<file path="src/logic/mstBusPkg.sv">
package mstBusPkg;

	localparam int mstAddrWidth = 32;
	localparam int mstDataWidth = 32;

	typedef enum logic [1:0] {
		MstIdle,
		MstRd,
		MstWr
	} mstOpT;

	// Request levels hold until cmdAck
	typedef struct packed {
		logic rdReq;
		logic wrReq;
		logic [mstAddrWidth-1:0] addr;
		logic [mstDataWidth/8-1:0] be;
		logic [mstDataWidth-1:0] wdata;
	} mstReqT;

	// rdata is valid in the cmplt cycle
	typedef struct packed {
		logic cmdAck;
		logic cmplt;
		logic error;
		logic [mstDataWidth-1:0] rdata;
	} mstRspT;

endpackage

</file>
<file path="src/logic/ttlBridgePkg.sv">
package ttlBridgePkg;

	// TTL data bus is one byte, the lane logic relies on it
	localparam int dataWidth = 8;

	// Register map bit positions
	localparam int ctrlEnableBit = 0;
	localparam int ctrlIntrLsb = 1;
	localparam int statusEnableBit = 0;
	localparam int statusErrorBit = 1;
	localparam int statusStateLsb = 8;

	// Code is visible to the host in the status register
	typedef enum logic [4:0] {
		Disabled     = 5'd0,
		Idle         = 5'd1,
		AddrIntr     = 5'd2,
		MstAddr      = 5'd3,
		WriteCapture = 5'd4,
		WriteIntr    = 5'd5,
		MstWrite     = 5'd6,
		MstRead      = 5'd7,
		ReadIntr     = 5'd8,
		Respond      = 5'd9
	} bridgeStateT;

	// Strobes are active high once synchronised
	typedef struct packed {
		logic chipEnable;
		logic outputEnable;
		logic writeEnable;
		logic [dataWidth-1:0] data;
	} ttlCycleT;

	typedef enum logic [2:0] {
		Control,
		Status,
		AddrWrite,
		DataWrite,
		IntrStatus,
		AddrRead,
		DataRead,
		MappedAddr
	} regSelT;

	typedef struct packed {
		logic write;
		regSelT sel;
		logic [31:0] wdata;
	} hostReqT;

	typedef struct packed {
		logic address;
		logic read;
		logic write;
	} intrSetT;

endpackage
</file>
<file path="src/logic/ttlMemoryBridge.sv">
`timescale 1ns/10ps

module ttlMemoryBridge #(
	parameter int addrWidth = 16,
	parameter int syncStages = 2
) (
	input logic clk,
	input logic rst_n,
	input logic nChipEnable,
	input logic nOutputEnable,
	input logic nWriteEnable,
	input logic [addrWidth-1:0] address,
	input logic [ttlBridgePkg::dataWidth-1:0] dataIn,
	output logic [ttlBridgePkg::dataWidth-1:0] dataOut,
	output logic dataOutEnable,
	input ttlBridgePkg::hostReqT hostReq,
	output logic [31:0] hostRdata,
	output ttlBridgePkg::intrSetT intr,
	output mstBusPkg::mstReqT mstReq,
	input mstBusPkg::mstRspT mstRsp
);
	import ttlBridgePkg::*;
	import mstBusPkg::*;

	ttlCycleT cycle;
	logic [addrWidth-1:0] syncAddress;
	logic enable;
	intrSetT intrEnable;
	intrSetT intrStatus;
	intrSetT intrStart;
	intrSetT intrDone;
	logic [mstAddrWidth-1:0] mappedAddress;
	logic [addrWidth-1:0] addrSubst;
	logic [dataWidth-1:0] dataSubst;
	mstOpT op;
	logic [mstAddrWidth-1:0] mstAddr;
	logic [dataWidth-1:0] wbyte;
	logic mstDone;
	logic [dataWidth-1:0] rbyte;
	logic mstError;
	bridgeStateT state;
	logic [addrWidth-1:0] busAddress;
	logic [dataWidth-1:0] busData;
	logic errorSticky;

	ttlBusSync #(.addrWidth(addrWidth), .syncStages(syncStages)) ttlBusSync_i (.*);

	hostRegs #(.addrWidth(addrWidth)) hostRegs_i (.*);

	ttlMemoryBusMaster #(.addrWidth(addrWidth)) ttlMemoryBusMaster_i (.*);

	mstCmdPort mstCmdPort_i (
		.*,
		.addr(mstAddr),
		.done(mstDone),
		.error(mstError)
	);

	// One handshake per substitution point
	intrHandshake addrIntr_i (
		.clk(clk),
		.rst_n(rst_n),
		.enable(intrEnable.address),
		.start(intrStart.address),
		.hostStatus(intrStatus.address),
		.intr(intr.address),
		.done(intrDone.address)
	);

	intrHandshake readIntr_i (
		.clk(clk),
		.rst_n(rst_n),
		.enable(intrEnable.read),
		.start(intrStart.read),
		.hostStatus(intrStatus.read),
		.intr(intr.read),
		.done(intrDone.read)
	);

	intrHandshake writeIntr_i (
		.clk(clk),
		.rst_n(rst_n),
		.enable(intrEnable.write),
		.start(intrStart.write),
		.hostStatus(intrStatus.write),
		.intr(intr.write),
		.done(intrDone.write)
	);

endmodule

</file>
<file path="src/logic/hostRegs.sv">
`timescale 1ns/10ps

module hostRegs #(
	parameter int addrWidth = 16
) (
	input logic clk,
	input logic rst_n,
	input ttlBridgePkg::hostReqT hostReq,
	input ttlBridgePkg::bridgeStateT state,
	input logic [addrWidth-1:0] busAddress,
	input logic [ttlBridgePkg::dataWidth-1:0] busData,
	input logic errorSticky,
	output logic [31:0] hostRdata,
	output logic enable,
	output ttlBridgePkg::intrSetT intrEnable,
	output ttlBridgePkg::intrSetT intrStatus,
	output logic [31:0] mappedAddress,
	output logic [addrWidth-1:0] addrSubst,
	output logic [ttlBridgePkg::dataWidth-1:0] dataSubst
);
	import ttlBridgePkg::*;

	// Enable in bit 0, interrupt enables above it
	logic [ctrlIntrLsb+$bits(intrSetT)-1:0] control;

	always_ff @(posedge clk) begin
		if (!rst_n) begin
			control <= '0;
			intrStatus <= '0;
			mappedAddress <= '0;
			addrSubst <= '0;
			dataSubst <= '0;
		end else if (hostReq.write) begin
			case (hostReq.sel)
				Control: control <= hostReq.wdata[$bits(control)-1:0];
				AddrWrite: addrSubst <= hostReq.wdata[addrWidth-1:0];
				DataWrite: dataSubst <= hostReq.wdata[dataWidth-1:0];
				IntrStatus: intrStatus <= intrSetT'(hostReq.wdata[$bits(intrSetT)-1:0]);
				MappedAddr: mappedAddress <= hostReq.wdata;
				default: begin
				end
			endcase
		end
	end

	assign enable = control[ctrlEnableBit];
	assign intrEnable = intrSetT'(control[ctrlIntrLsb +: $bits(intrSetT)]);

	always_comb begin
		hostRdata = '0;
		case (hostReq.sel)
			Control: hostRdata[$bits(control)-1:0] = control;
			Status: begin
				hostRdata[statusStateLsb +: $bits(bridgeStateT)] = state;
				hostRdata[statusErrorBit] = errorSticky;
				hostRdata[statusEnableBit] = enable;
			end
			AddrWrite: hostRdata[addrWidth-1:0] = addrSubst;
			DataWrite: hostRdata[dataWidth-1:0] = dataSubst;
			IntrStatus: hostRdata[$bits(intrSetT)-1:0] = intrStatus;
			AddrRead: hostRdata[addrWidth-1:0] = busAddress;
			DataRead: hostRdata[dataWidth-1:0] = busData;
			MappedAddr: hostRdata = mappedAddress;
			default: begin
			end
		endcase
	end

endmodule

</file>
<file path="src/logic/ttlMemoryBusMaster.sv">
`timescale 1ns/10ps

module ttlMemoryBusMaster #(
	parameter int addrWidth = 16
) (
	input logic clk,
	input logic rst_n,
	input ttlBridgePkg::ttlCycleT cycle,
	input logic [addrWidth-1:0] syncAddress,
	input logic enable,
	input ttlBridgePkg::intrSetT intrEnable,
	input logic [mstBusPkg::mstAddrWidth-1:0] mappedAddress,
	input logic [addrWidth-1:0] addrSubst,
	input logic [ttlBridgePkg::dataWidth-1:0] dataSubst,
	input ttlBridgePkg::intrSetT intrDone,
	input logic mstDone,
	input logic [ttlBridgePkg::dataWidth-1:0] rbyte,
	input logic mstError,
	output ttlBridgePkg::intrSetT intrStart,
	output mstBusPkg::mstOpT op,
	output logic [mstBusPkg::mstAddrWidth-1:0] mstAddr,
	output logic [ttlBridgePkg::dataWidth-1:0] wbyte,
	output ttlBridgePkg::bridgeStateT state,
	output logic [addrWidth-1:0] busAddress,
	output logic [ttlBridgePkg::dataWidth-1:0] busData,
	output logic [ttlBridgePkg::dataWidth-1:0] dataOut,
	output logic dataOutEnable,
	output logic errorSticky
);
	import ttlBridgePkg::*;
	import mstBusPkg::*;

	// Direction of the TTL cycle in progress
	logic writeCycle;
	logic strobe;

	assign strobe = cycle.chipEnable && (cycle.writeEnable || cycle.outputEnable);

	always_ff @(posedge clk) begin
		if (!rst_n) begin
			state <= Disabled;
			writeCycle <= 1'b0;
			intrStart <= '0;
			op <= MstIdle;
			errorSticky <= 1'b0;
		end else begin
			intrStart <= '0;
			op <= MstIdle;
			case (state)
				Disabled: begin
					if (enable) begin
						state <= Idle;
					end
				end
				Idle: begin
					if (!enable) begin
						state <= Disabled;
					end else if (strobe) begin
						writeCycle <= cycle.writeEnable;
						if (intrEnable.address) begin
							intrStart.address <= 1'b1;
							state <= AddrIntr;
						end else if (cycle.writeEnable) begin
							state <= WriteCapture;
						end else begin
							state <= MstAddr;
						end
					end
				end
				AddrIntr: begin
					if (intrDone.address) begin
						state <= writeCycle ? WriteCapture : MstAddr;
					end
				end
				// Read address is final here
				MstAddr: begin
					op <= MstRd;
					state <= MstRead;
				end
				WriteCapture: begin
					if (intrEnable.write) begin
						intrStart.write <= 1'b1;
						state <= WriteIntr;
					end else begin
						op <= MstWr;
						state <= MstWrite;
					end
				end
				WriteIntr: begin
					if (intrDone.write) begin
						op <= MstWr;
						state <= MstWrite;
					end
				end
				MstWrite: begin
					if (mstDone) begin
						state <= Respond;
					end
				end
				MstRead: begin
					if (mstDone && intrEnable.read) begin
						intrStart.read <= 1'b1;
						state <= ReadIntr;
					end else if (mstDone) begin
						state <= Respond;
					end
				end
				ReadIntr: begin
					if (intrDone.read) begin
						state <= Respond;
					end
				end
				// Hold the response until the device ends the cycle
				Respond: begin
					if (!cycle.chipEnable) begin
						state <= Idle;
					end
				end
				default: state <= Disabled;
			endcase
			if (mstDone && mstError) begin
				errorSticky <= 1'b1;
			end
		end
	end

	// Address and data of the current cycle, host substitutions land here too
	always_ff @(posedge clk) begin
		case (state)
			Idle: busAddress <= syncAddress;
			AddrIntr: begin
				if (intrDone.address) begin
					busAddress <= addrSubst;
				end
			end
			WriteCapture: busData <= cycle.data;
			WriteIntr: begin
				if (intrDone.write) begin
					busData <= dataSubst;
				end
			end
			MstRead: begin
				if (mstDone) begin
					busData <= rbyte;
				end
			end
			ReadIntr: begin
				if (intrDone.read) begin
					busData <= dataSubst;
				end
			end
			default: begin
			end
		endcase
	end

	assign mstAddr = mappedAddress + mstAddrWidth'(busAddress);
	assign wbyte = busData;
	assign dataOut = busData;
	assign dataOutEnable = (state == Respond) && !writeCycle
		&& cycle.chipEnable && cycle.outputEnable;

	// Command port completions only arrive while a transfer is outstanding
	assert property (@(posedge clk) disable iff (!rst_n)
		mstDone |-> state inside {MstRead, MstWrite});

endmodule

</file>
<file path="src/logic/mstCmdPort.sv">
`timescale 1ns/10ps

module mstCmdPort (
	input logic clk,
	input logic rst_n,
	input mstBusPkg::mstOpT op,
	input logic [mstBusPkg::mstAddrWidth-1:0] addr,
	input logic [ttlBridgePkg::dataWidth-1:0] wbyte,
	input mstBusPkg::mstRspT mstRsp,
	output mstBusPkg::mstReqT mstReq,
	output logic done,
	output logic [ttlBridgePkg::dataWidth-1:0] rbyte,
	output logic error
);
	import ttlBridgePkg::*;
	import mstBusPkg::*;

	localparam int laneCount = mstDataWidth / dataWidth;
	localparam int laneBits = $clog2(laneCount);

	logic rdReq;
	logic wrReq;
	logic active;
	logic launch;
	logic [mstAddrWidth-1:0] reqAddr;
	logic [laneCount-1:0] reqBe;
	logic [mstDataWidth-1:0] reqData;

	// A new op is only taken when no transfer is outstanding
	assign launch = !active && (op != MstIdle);

	always_ff @(posedge clk) begin
		if (!rst_n) begin
			rdReq <= 1'b0;
			wrReq <= 1'b0;
			active <= 1'b0;
			done <= 1'b0;
			error <= 1'b0;
		end else begin
			done <= 1'b0;
			if (launch) begin
				rdReq <= (op == MstRd);
				wrReq <= (op == MstWr);
				active <= 1'b1;
			end else if (active) begin
				if (mstRsp.cmdAck) begin
					rdReq <= 1'b0;
					wrReq <= 1'b0;
				end
				if (mstRsp.cmplt) begin
					active <= 1'b0;
					done <= 1'b1;
					error <= mstRsp.error;
				end
			end
		end
	end

	always_ff @(posedge clk) begin
		if (launch) begin
			reqAddr <= addr;
			reqBe <= laneCount'(1) << addr[laneBits-1:0];
			reqData <= {laneCount{wbyte}};
		end
		// Pick the addressed lane out of the returned word
		if (active && mstRsp.cmplt) begin
			rbyte <= mstRsp.rdata[reqAddr[laneBits-1:0]*dataWidth +: dataWidth];
		end
	end

	assign mstReq = '{rdReq: rdReq, wrReq: wrReq, addr: reqAddr, be: reqBe, wdata: reqData};

	assert property (@(posedge clk) disable iff (!rst_n) !(rdReq && wrReq));

	// Whole request stays put until the slave accepts it
	assert property (@(posedge clk) disable iff (!rst_n)
		(mstReq.rdReq || mstReq.wrReq) && !mstRsp.cmdAck |=> $stable(mstReq));

endmodule

</file>
<file path="src/logic/intrHandshake.sv">
`timescale 1ns/10ps

module intrHandshake (
	input logic clk,
	input logic rst_n,
	input logic enable,
	input logic start,
	input logic hostStatus,
	output logic intr,
	output logic done
);
	typedef enum logic [1:0] {
		Quiet,
		Raised,
		Acked
	} phaseT;

	phaseT phase;

	always_ff @(posedge clk) begin
		if (!rst_n) begin
			phase <= Quiet;
			intr <= 1'b0;
			done <= 1'b0;
		end else begin
			done <= 1'b0;
			case (phase)
				Quiet: begin
					if (start && enable) begin
						phase <= Raised;
					end else if (start) begin
						// Nothing for the host to do
						done <= 1'b1;
					end
				end
				// Hold off until a stale status bit has been cleared
				Raised: begin
					if (!intr && !hostStatus) begin
						intr <= 1'b1;
					end else if (intr && hostStatus) begin
						intr <= 1'b0;
						phase <= Acked;
					end
				end
				Acked: begin
					if (!hostStatus) begin
						done <= 1'b1;
						phase <= Quiet;
					end
				end
				default: phase <= Quiet;
			endcase
		end
	end

	// Host status must have read 0 on the edge that raised the line
	assert property (@(posedge clk) disable iff (!rst_n)
		$rose(intr) |-> !$past(hostStatus));

endmodule

</file>
<file path="src/logic/ttlBusSync.sv">
`timescale 1ns/10ps

module ttlBusSync #(
	parameter int addrWidth = 16,
	parameter int syncStages = 2
) (
	input logic clk,
	input logic rst_n,
	input logic nChipEnable,
	input logic nOutputEnable,
	input logic nWriteEnable,
	input logic [addrWidth-1:0] address,
	input logic [ttlBridgePkg::dataWidth-1:0] dataIn,
	output ttlBridgePkg::ttlCycleT cycle,
	output logic [addrWidth-1:0] syncAddress
);
	import ttlBridgePkg::*;

	// Stage 0 samples the pins, the last stage feeds the bridge
	logic [2:0] strobeSync [syncStages];
	logic [addrWidth-1:0] addrSync [syncStages];
	logic [dataWidth-1:0] dataSync [syncStages];

	always_ff @(posedge clk) begin
		if (!rst_n) begin
			for (int i = 0; i < syncStages; i++) begin
				strobeSync[i] <= '0;
			end
		end else begin
			// Pins are active low
			strobeSync[0] <= {~nChipEnable, ~nOutputEnable, ~nWriteEnable};
			for (int i = 1; i < syncStages; i++) begin
				strobeSync[i] <= strobeSync[i-1];
			end
		end
	end

	always_ff @(posedge clk) begin
		addrSync[0] <= address;
		dataSync[0] <= dataIn;
		for (int i = 1; i < syncStages; i++) begin
			addrSync[i] <= addrSync[i-1];
			dataSync[i] <= dataSync[i-1];
		end
	end

	assign cycle = '{
		chipEnable: strobeSync[syncStages-1][2],
		outputEnable: strobeSync[syncStages-1][1],
		writeEnable: strobeSync[syncStages-1][0],
		data: dataSync[syncStages-1]
	};
	assign syncAddress = addrSync[syncStages-1];

	// The external device never reads and writes in the same TTL cycle
	assert property (@(posedge clk) disable iff (!rst_n)
		cycle.chipEnable |-> !(cycle.outputEnable && cycle.writeEnable));

endmodule

</file>
<file path="config.mk">
export PLATFORM = sky130hd
export DESIGN_NAME = ttlMemoryBridge
export DESIGN_NICKNAME = d
export VERILOG_FILES = /design/src/logic/mstBusPkg.sv /design/src/logic/ttlBridgePkg.sv /design/src/logic/ttlMemoryBridge.sv /design/src/logic/hostRegs.sv /design/src/logic/ttlMemoryBusMaster.sv /design/src/logic/mstCmdPort.sv /design/src/logic/intrHandshake.sv /design/src/logic/ttlBusSync.sv
export SDC_FILE = /design/constraint.sdc
export NUM_CORES = 1
export LEC_CHECK = 0
export BUFFER_PORTS_ARGS = -buffer_cell sky130_fd_sc_hd__buf_2
export CORE_UTILIZATION = 46
export DETAILED_ROUTE_END_ITERATION = 7
export PLACE_DENSITY = 0.76
export SYNTH_ARGS = -nofsm -noshare
export SYNTH_HDL_FRONTEND = slang
export SYNTH_HIERARCHICAL = 1
export SYNTH_SLANG_ARGS = --single-unit
</file>
<file path="constraint.sdc">
create_clock -name clk -period 5.22 [get_ports clk]
set_input_delay 0.522 -clock clk [delete_from_list [all_inputs] [get_ports clk]]
set_output_delay 0.522 -clock clk [all_outputs]
set_load 0.02 [all_outputs]
</file>
==> results by group <==
Yosys
  • Post-Synth Simple-Gate Area: 16.2%
  • Post-synth EDFFs: 76
  • Synth warnings: 6
  • Synth Area in Adders: roughly 2.8%
  • Synthesized flop and latch total: 222
  • Count of different cell masters after synthesis: 82
  • Synthesized area per cell: 10.6 sq um
  • Mux contribution to synthesized area: 7.43%
  • Async S/R FF share, synth: 0%
  • Post-synthesis net count: 1108
  • Seq/Total Area, Yosys: 49.9%
  • Synth Flop Type: dfxtp_1
  • Largest family of logic cells by synthesized area: simple AND/OR/NAND/NOR gates
  • Cells after Synth: 985
  • Post-Synth XOR/XNOR Area: 2.44%
  • Mapped Area: 0.0104 sq mm
  • Complex-gate fraction of the synthesized area: 12.8%

Clock tree
  • Clock sink count: 222
  • # hold bufs at CTS: 0
  • Root Buffer: clkbuf_16
  • CTS clk-pin slew, worst paths: ~0.06 ns
  • CTS Buffer Depth: 3
  • PostCTS Resize Cnt: 0
  • Setup bufs post-CTS: 0
  • CTS tree: built
  • Clock Latency Late Sink: 0.52 ns
  • CTS buffer count: 24
  • H-tree depth: 1

Finish
  • Post-route cell area: 0.0119 sq mm
  • Share of layout cells above drive strength 1: between 20 and 30%
  • Nets: 1235
  • Final std cells w/o fill: 1410
  • FILL cells: about 1900
  • N_diodes: 0
  • Synth-to-layout area growth: 13.6%
  • Post-layout util: between 50% and 60%

Setup path
  • R2R cell count: 5
  • Critical path endpoint category: register
  • Startpoint types: register
  • R2R setup slack: 2.14 ns
  • Critical R2R Launch: ttlMemoryBusMaster_i/state[3]
  • Crit-path max FO: 12
  • Setup CP Type: reg -> reg
  • Worst endpoint required time: approximately 5.4 ns
  • Critical Path AT: 3.23 ns
  • Reg2reg end: ttlMemoryBusMaster_i/busData[0]

STA
  • Max Fclk: 0.324 GHz
  • Hold WS: 0.100 ns
  • Setup TNS Final: 0 ns
  • Slew HR: about a quarter
  • Min Clock Period, post-route: 3.08 ns
  • Final Skew: 0.00965 ns
  • Finish-stage setup viols: 0
  • Final Max Slew Viols: 0
  • Final setup margin: 2.14 ns
  • Final hold violations: 0
  • Worst-Margin Slew: 1.12 ns
  • Fin crit share: roughly three fifths
  • RSZ-0062 raised after global routing: false

Placed design
  • Placed instance count: between 1000 and 1500
  • DP Wirelength: 18100 um
  • Area of placed instances: 0.0111 sq mm
  • Port bufs: approximately 210
  • DP Worst Slack: 2.17 ns
  • GP Congestion: between 0.9 and 1

Floorplan
  • Die W: ~150 um
  • I/O pins: 214
  • CORE AREA: roughly 0.022 sq mm
  • Rows: 54
  • Initial Utilization: 47.3%
  • Die area: 0.0233 sq mm
  • Die H: ~150 um

Drt
  • # DRC: 12
  • Initial drt markers: 620
  • DR vias: 7734
  • Drt wl/cell: 18.1 um
  • Detail Route Antenna Nets: 0
  • DRT Pass-1 Iters: 8
  • Post-Route WL: 25500 um
  • Via density: roughly 5.5

Min path
  • Hold path depth: 1
  • Hold Startpoint: dataIn[4]
  • Hold Path Class: in -> reg
  • Hold Crit Endpoint: ttlBusSync_i/dataSync[0][4]

Global route
  • Largest net degree at the start of global routing: 102
  • First-pass GRT wire length: between 30000 and 40000 um
  • Initial antenna violation count: 0
  • All-layer global routing usage: 21.4%
  • Number of global-route vias before repair: 7269
  • Grt total ovfl: 0

Power and ir drop
  • Design Power: roughly 3.7 mW
  • Worst vdd ir: 0.000229 V
  • PwrDens: 314 mW/mm^2
  • P_leak: 4.76 nW

Run
  • Maxcap violations: 0

Status
  • Status: finished with violations
  • Failing checks: design-rule violations
critical path, cell delays in order (launching register included):
cell and delay (ns):
dfxtp_1 0.54, nor3b_1 0.37, a21oi_1 0.07, nor3_1 0.86
o21ai_0 0.21, a31oi_1 0.64
flip-flops by register name (all words and copies together) (netlist names), 2 cells and up:
register / cells
hostRegs_i/control: 4
ttlBusSync_i/addrSync: 32
hostRegs_i/intrStatus: 3
ttlBusSync_i/dataSync: 16
ttlMemoryBusMaster_i/busAddress: 16
ttlMemoryBusMaster_i/busData: 8
readIntr_i/phase: 2
ttlMemoryBusMaster_i/state: 5
hostRegs_i/addrSubst: 16
hostRegs_i/mappedAddress: 32
ttlBusSync_i/strobeSync: 6
addrIntr_i/phase: 2
ttlMemoryBusMaster_i/op: 2
ttlMemoryBusMaster_i/intrStart: 3
writeIntr_i/phase: 2
hostRegs_i/dataSubst: 8
mstCmdPort_i/reqBe: 4
mstCmdPort_i/reqAddr: 32
mstCmdPort_i/reqData: 8
mstCmdPort_i/rbyte: 8
cell usage in the layout, fill, tap and decap left out, types with 5 or more instances in the layout:
master	instances
buf_2	212
nand2_1	172
dfxtp_1	146
edfxtp_1	76
a21boi_0	52
a21oi_1	33
nor2_1	29
clkbuf_16	26
mux2_2	23
ha_1	22
and2_1	21
mux2i_1	20
xnor2_1	20
o21ai_0	19
nand3_1	18
inv_1	16
nor2b_1	15
a22oi_1	15
mux4_2	14
a21boi_1	11
and3_1	9
xor2_1	9
nor3b_1	8
o22ai_1	7
nand3b_1	5
clkinv_2	5
a21o_1	5
buf_4	5
nor3_1	5
synthesized netlist by cell type, drive strengths merged, types with 5 or more instances:
master  instances  share of area (%)
ha             22                2.6
nor2           31                1.1
and2           24                1.5
inv            16               0.58
mux2i          20                1.9
o21ai          21                1.1
mux4           14                3.0
o211ai          5               0.41
a21oi          33                1.6
nand2         172                6.2
a21boi         63                4.5
o22ai           7               0.42
nor3            8               0.53
and3            9               0.54
nand3b          5               0.36
a31oi           6               0.56
a22oi          15                1.1
nor2b          15               0.90
a21o            6               0.44
xor2            9               0.76
clkbuf         17               0.76
mux2           23                2.5
edfxtp         76                 22
xnor2          20                1.7
buf            99                6.9
dfxtp         146                 28
nand3          18               0.86
nor3b           8               0.58
power by group:
part / internal [mW] / switching, mW / leakage (nW) / total [mW]
Clock: 0.937 / 0.701 / 0.380 / 1.64
Sequential: 1.82 / 0.0284 / 1.91 / 1.85
Combinational: 0.0991 / 0.127 / 2.46 / 0.226
Total: 2.86 / 0.856 / 4.76 / 3.72
worst max-delay path by stage:
stage / from / to
after global routing: ttlMemoryBusMaster_i/state[3] / ttlMemoryBusMaster_i/busData[0]
after floorplan: mstCmdPort_i/active / mstCmdPort_i/reqAddr[0]
after global placement: ttlMemoryBusMaster_i/state[3] / ttlMemoryBusMaster_i/busData[0]
after CTS: ttlMemoryBusMaster_i/state[3] / ttlMemoryBusMaster_i/busData[0]
final: ttlMemoryBusMaster_i/state[3] / ttlMemoryBusMaster_i/busData[0]
after detailed placement: ttlMemoryBusMaster_i/state[3] / ttlMemoryBusMaster_i/busData[6]
cell families (layout without fill, tap and decap cells):
logic type,count (synthesis),count (layout)
fa+ha+maj,23,23
xor+xnor,29,29
other cells,1,1
buf+inv,132,277
flops,222,222
compound gates,188,188
simple gates,333,333
mux,57,57
per-layer routing:
metal | wire [um] | part of all wire [%] | track usage (%) | vias up
li1 | - | - | - | 3667
met5 | 0 | 0 | 0 | -
met4 | 837 | 3.3 | 8.08 | 0
met3 | 2050 | 8.0 | 4.29 | 54
met2 | 11600 | 45 | 34.6 | 369
met1 | 11100 | 43 | 28.2 | 3644
area by class of cell:
type                            instances  area, sq um  area share [%]
Tap cell                              280          350            2.96
Sequential cell                       222         5200            43.9
Clock buffer                           31          689            5.82
Timing Repair Buffer                  217         1100            9.27
Inverter                               16         60.1           0.507
Clock inverter                         13         78.8           0.665
Multi-Input combinational cell        631         4370            36.9
No activity file was read; power rests on OpenSTA's default activity.
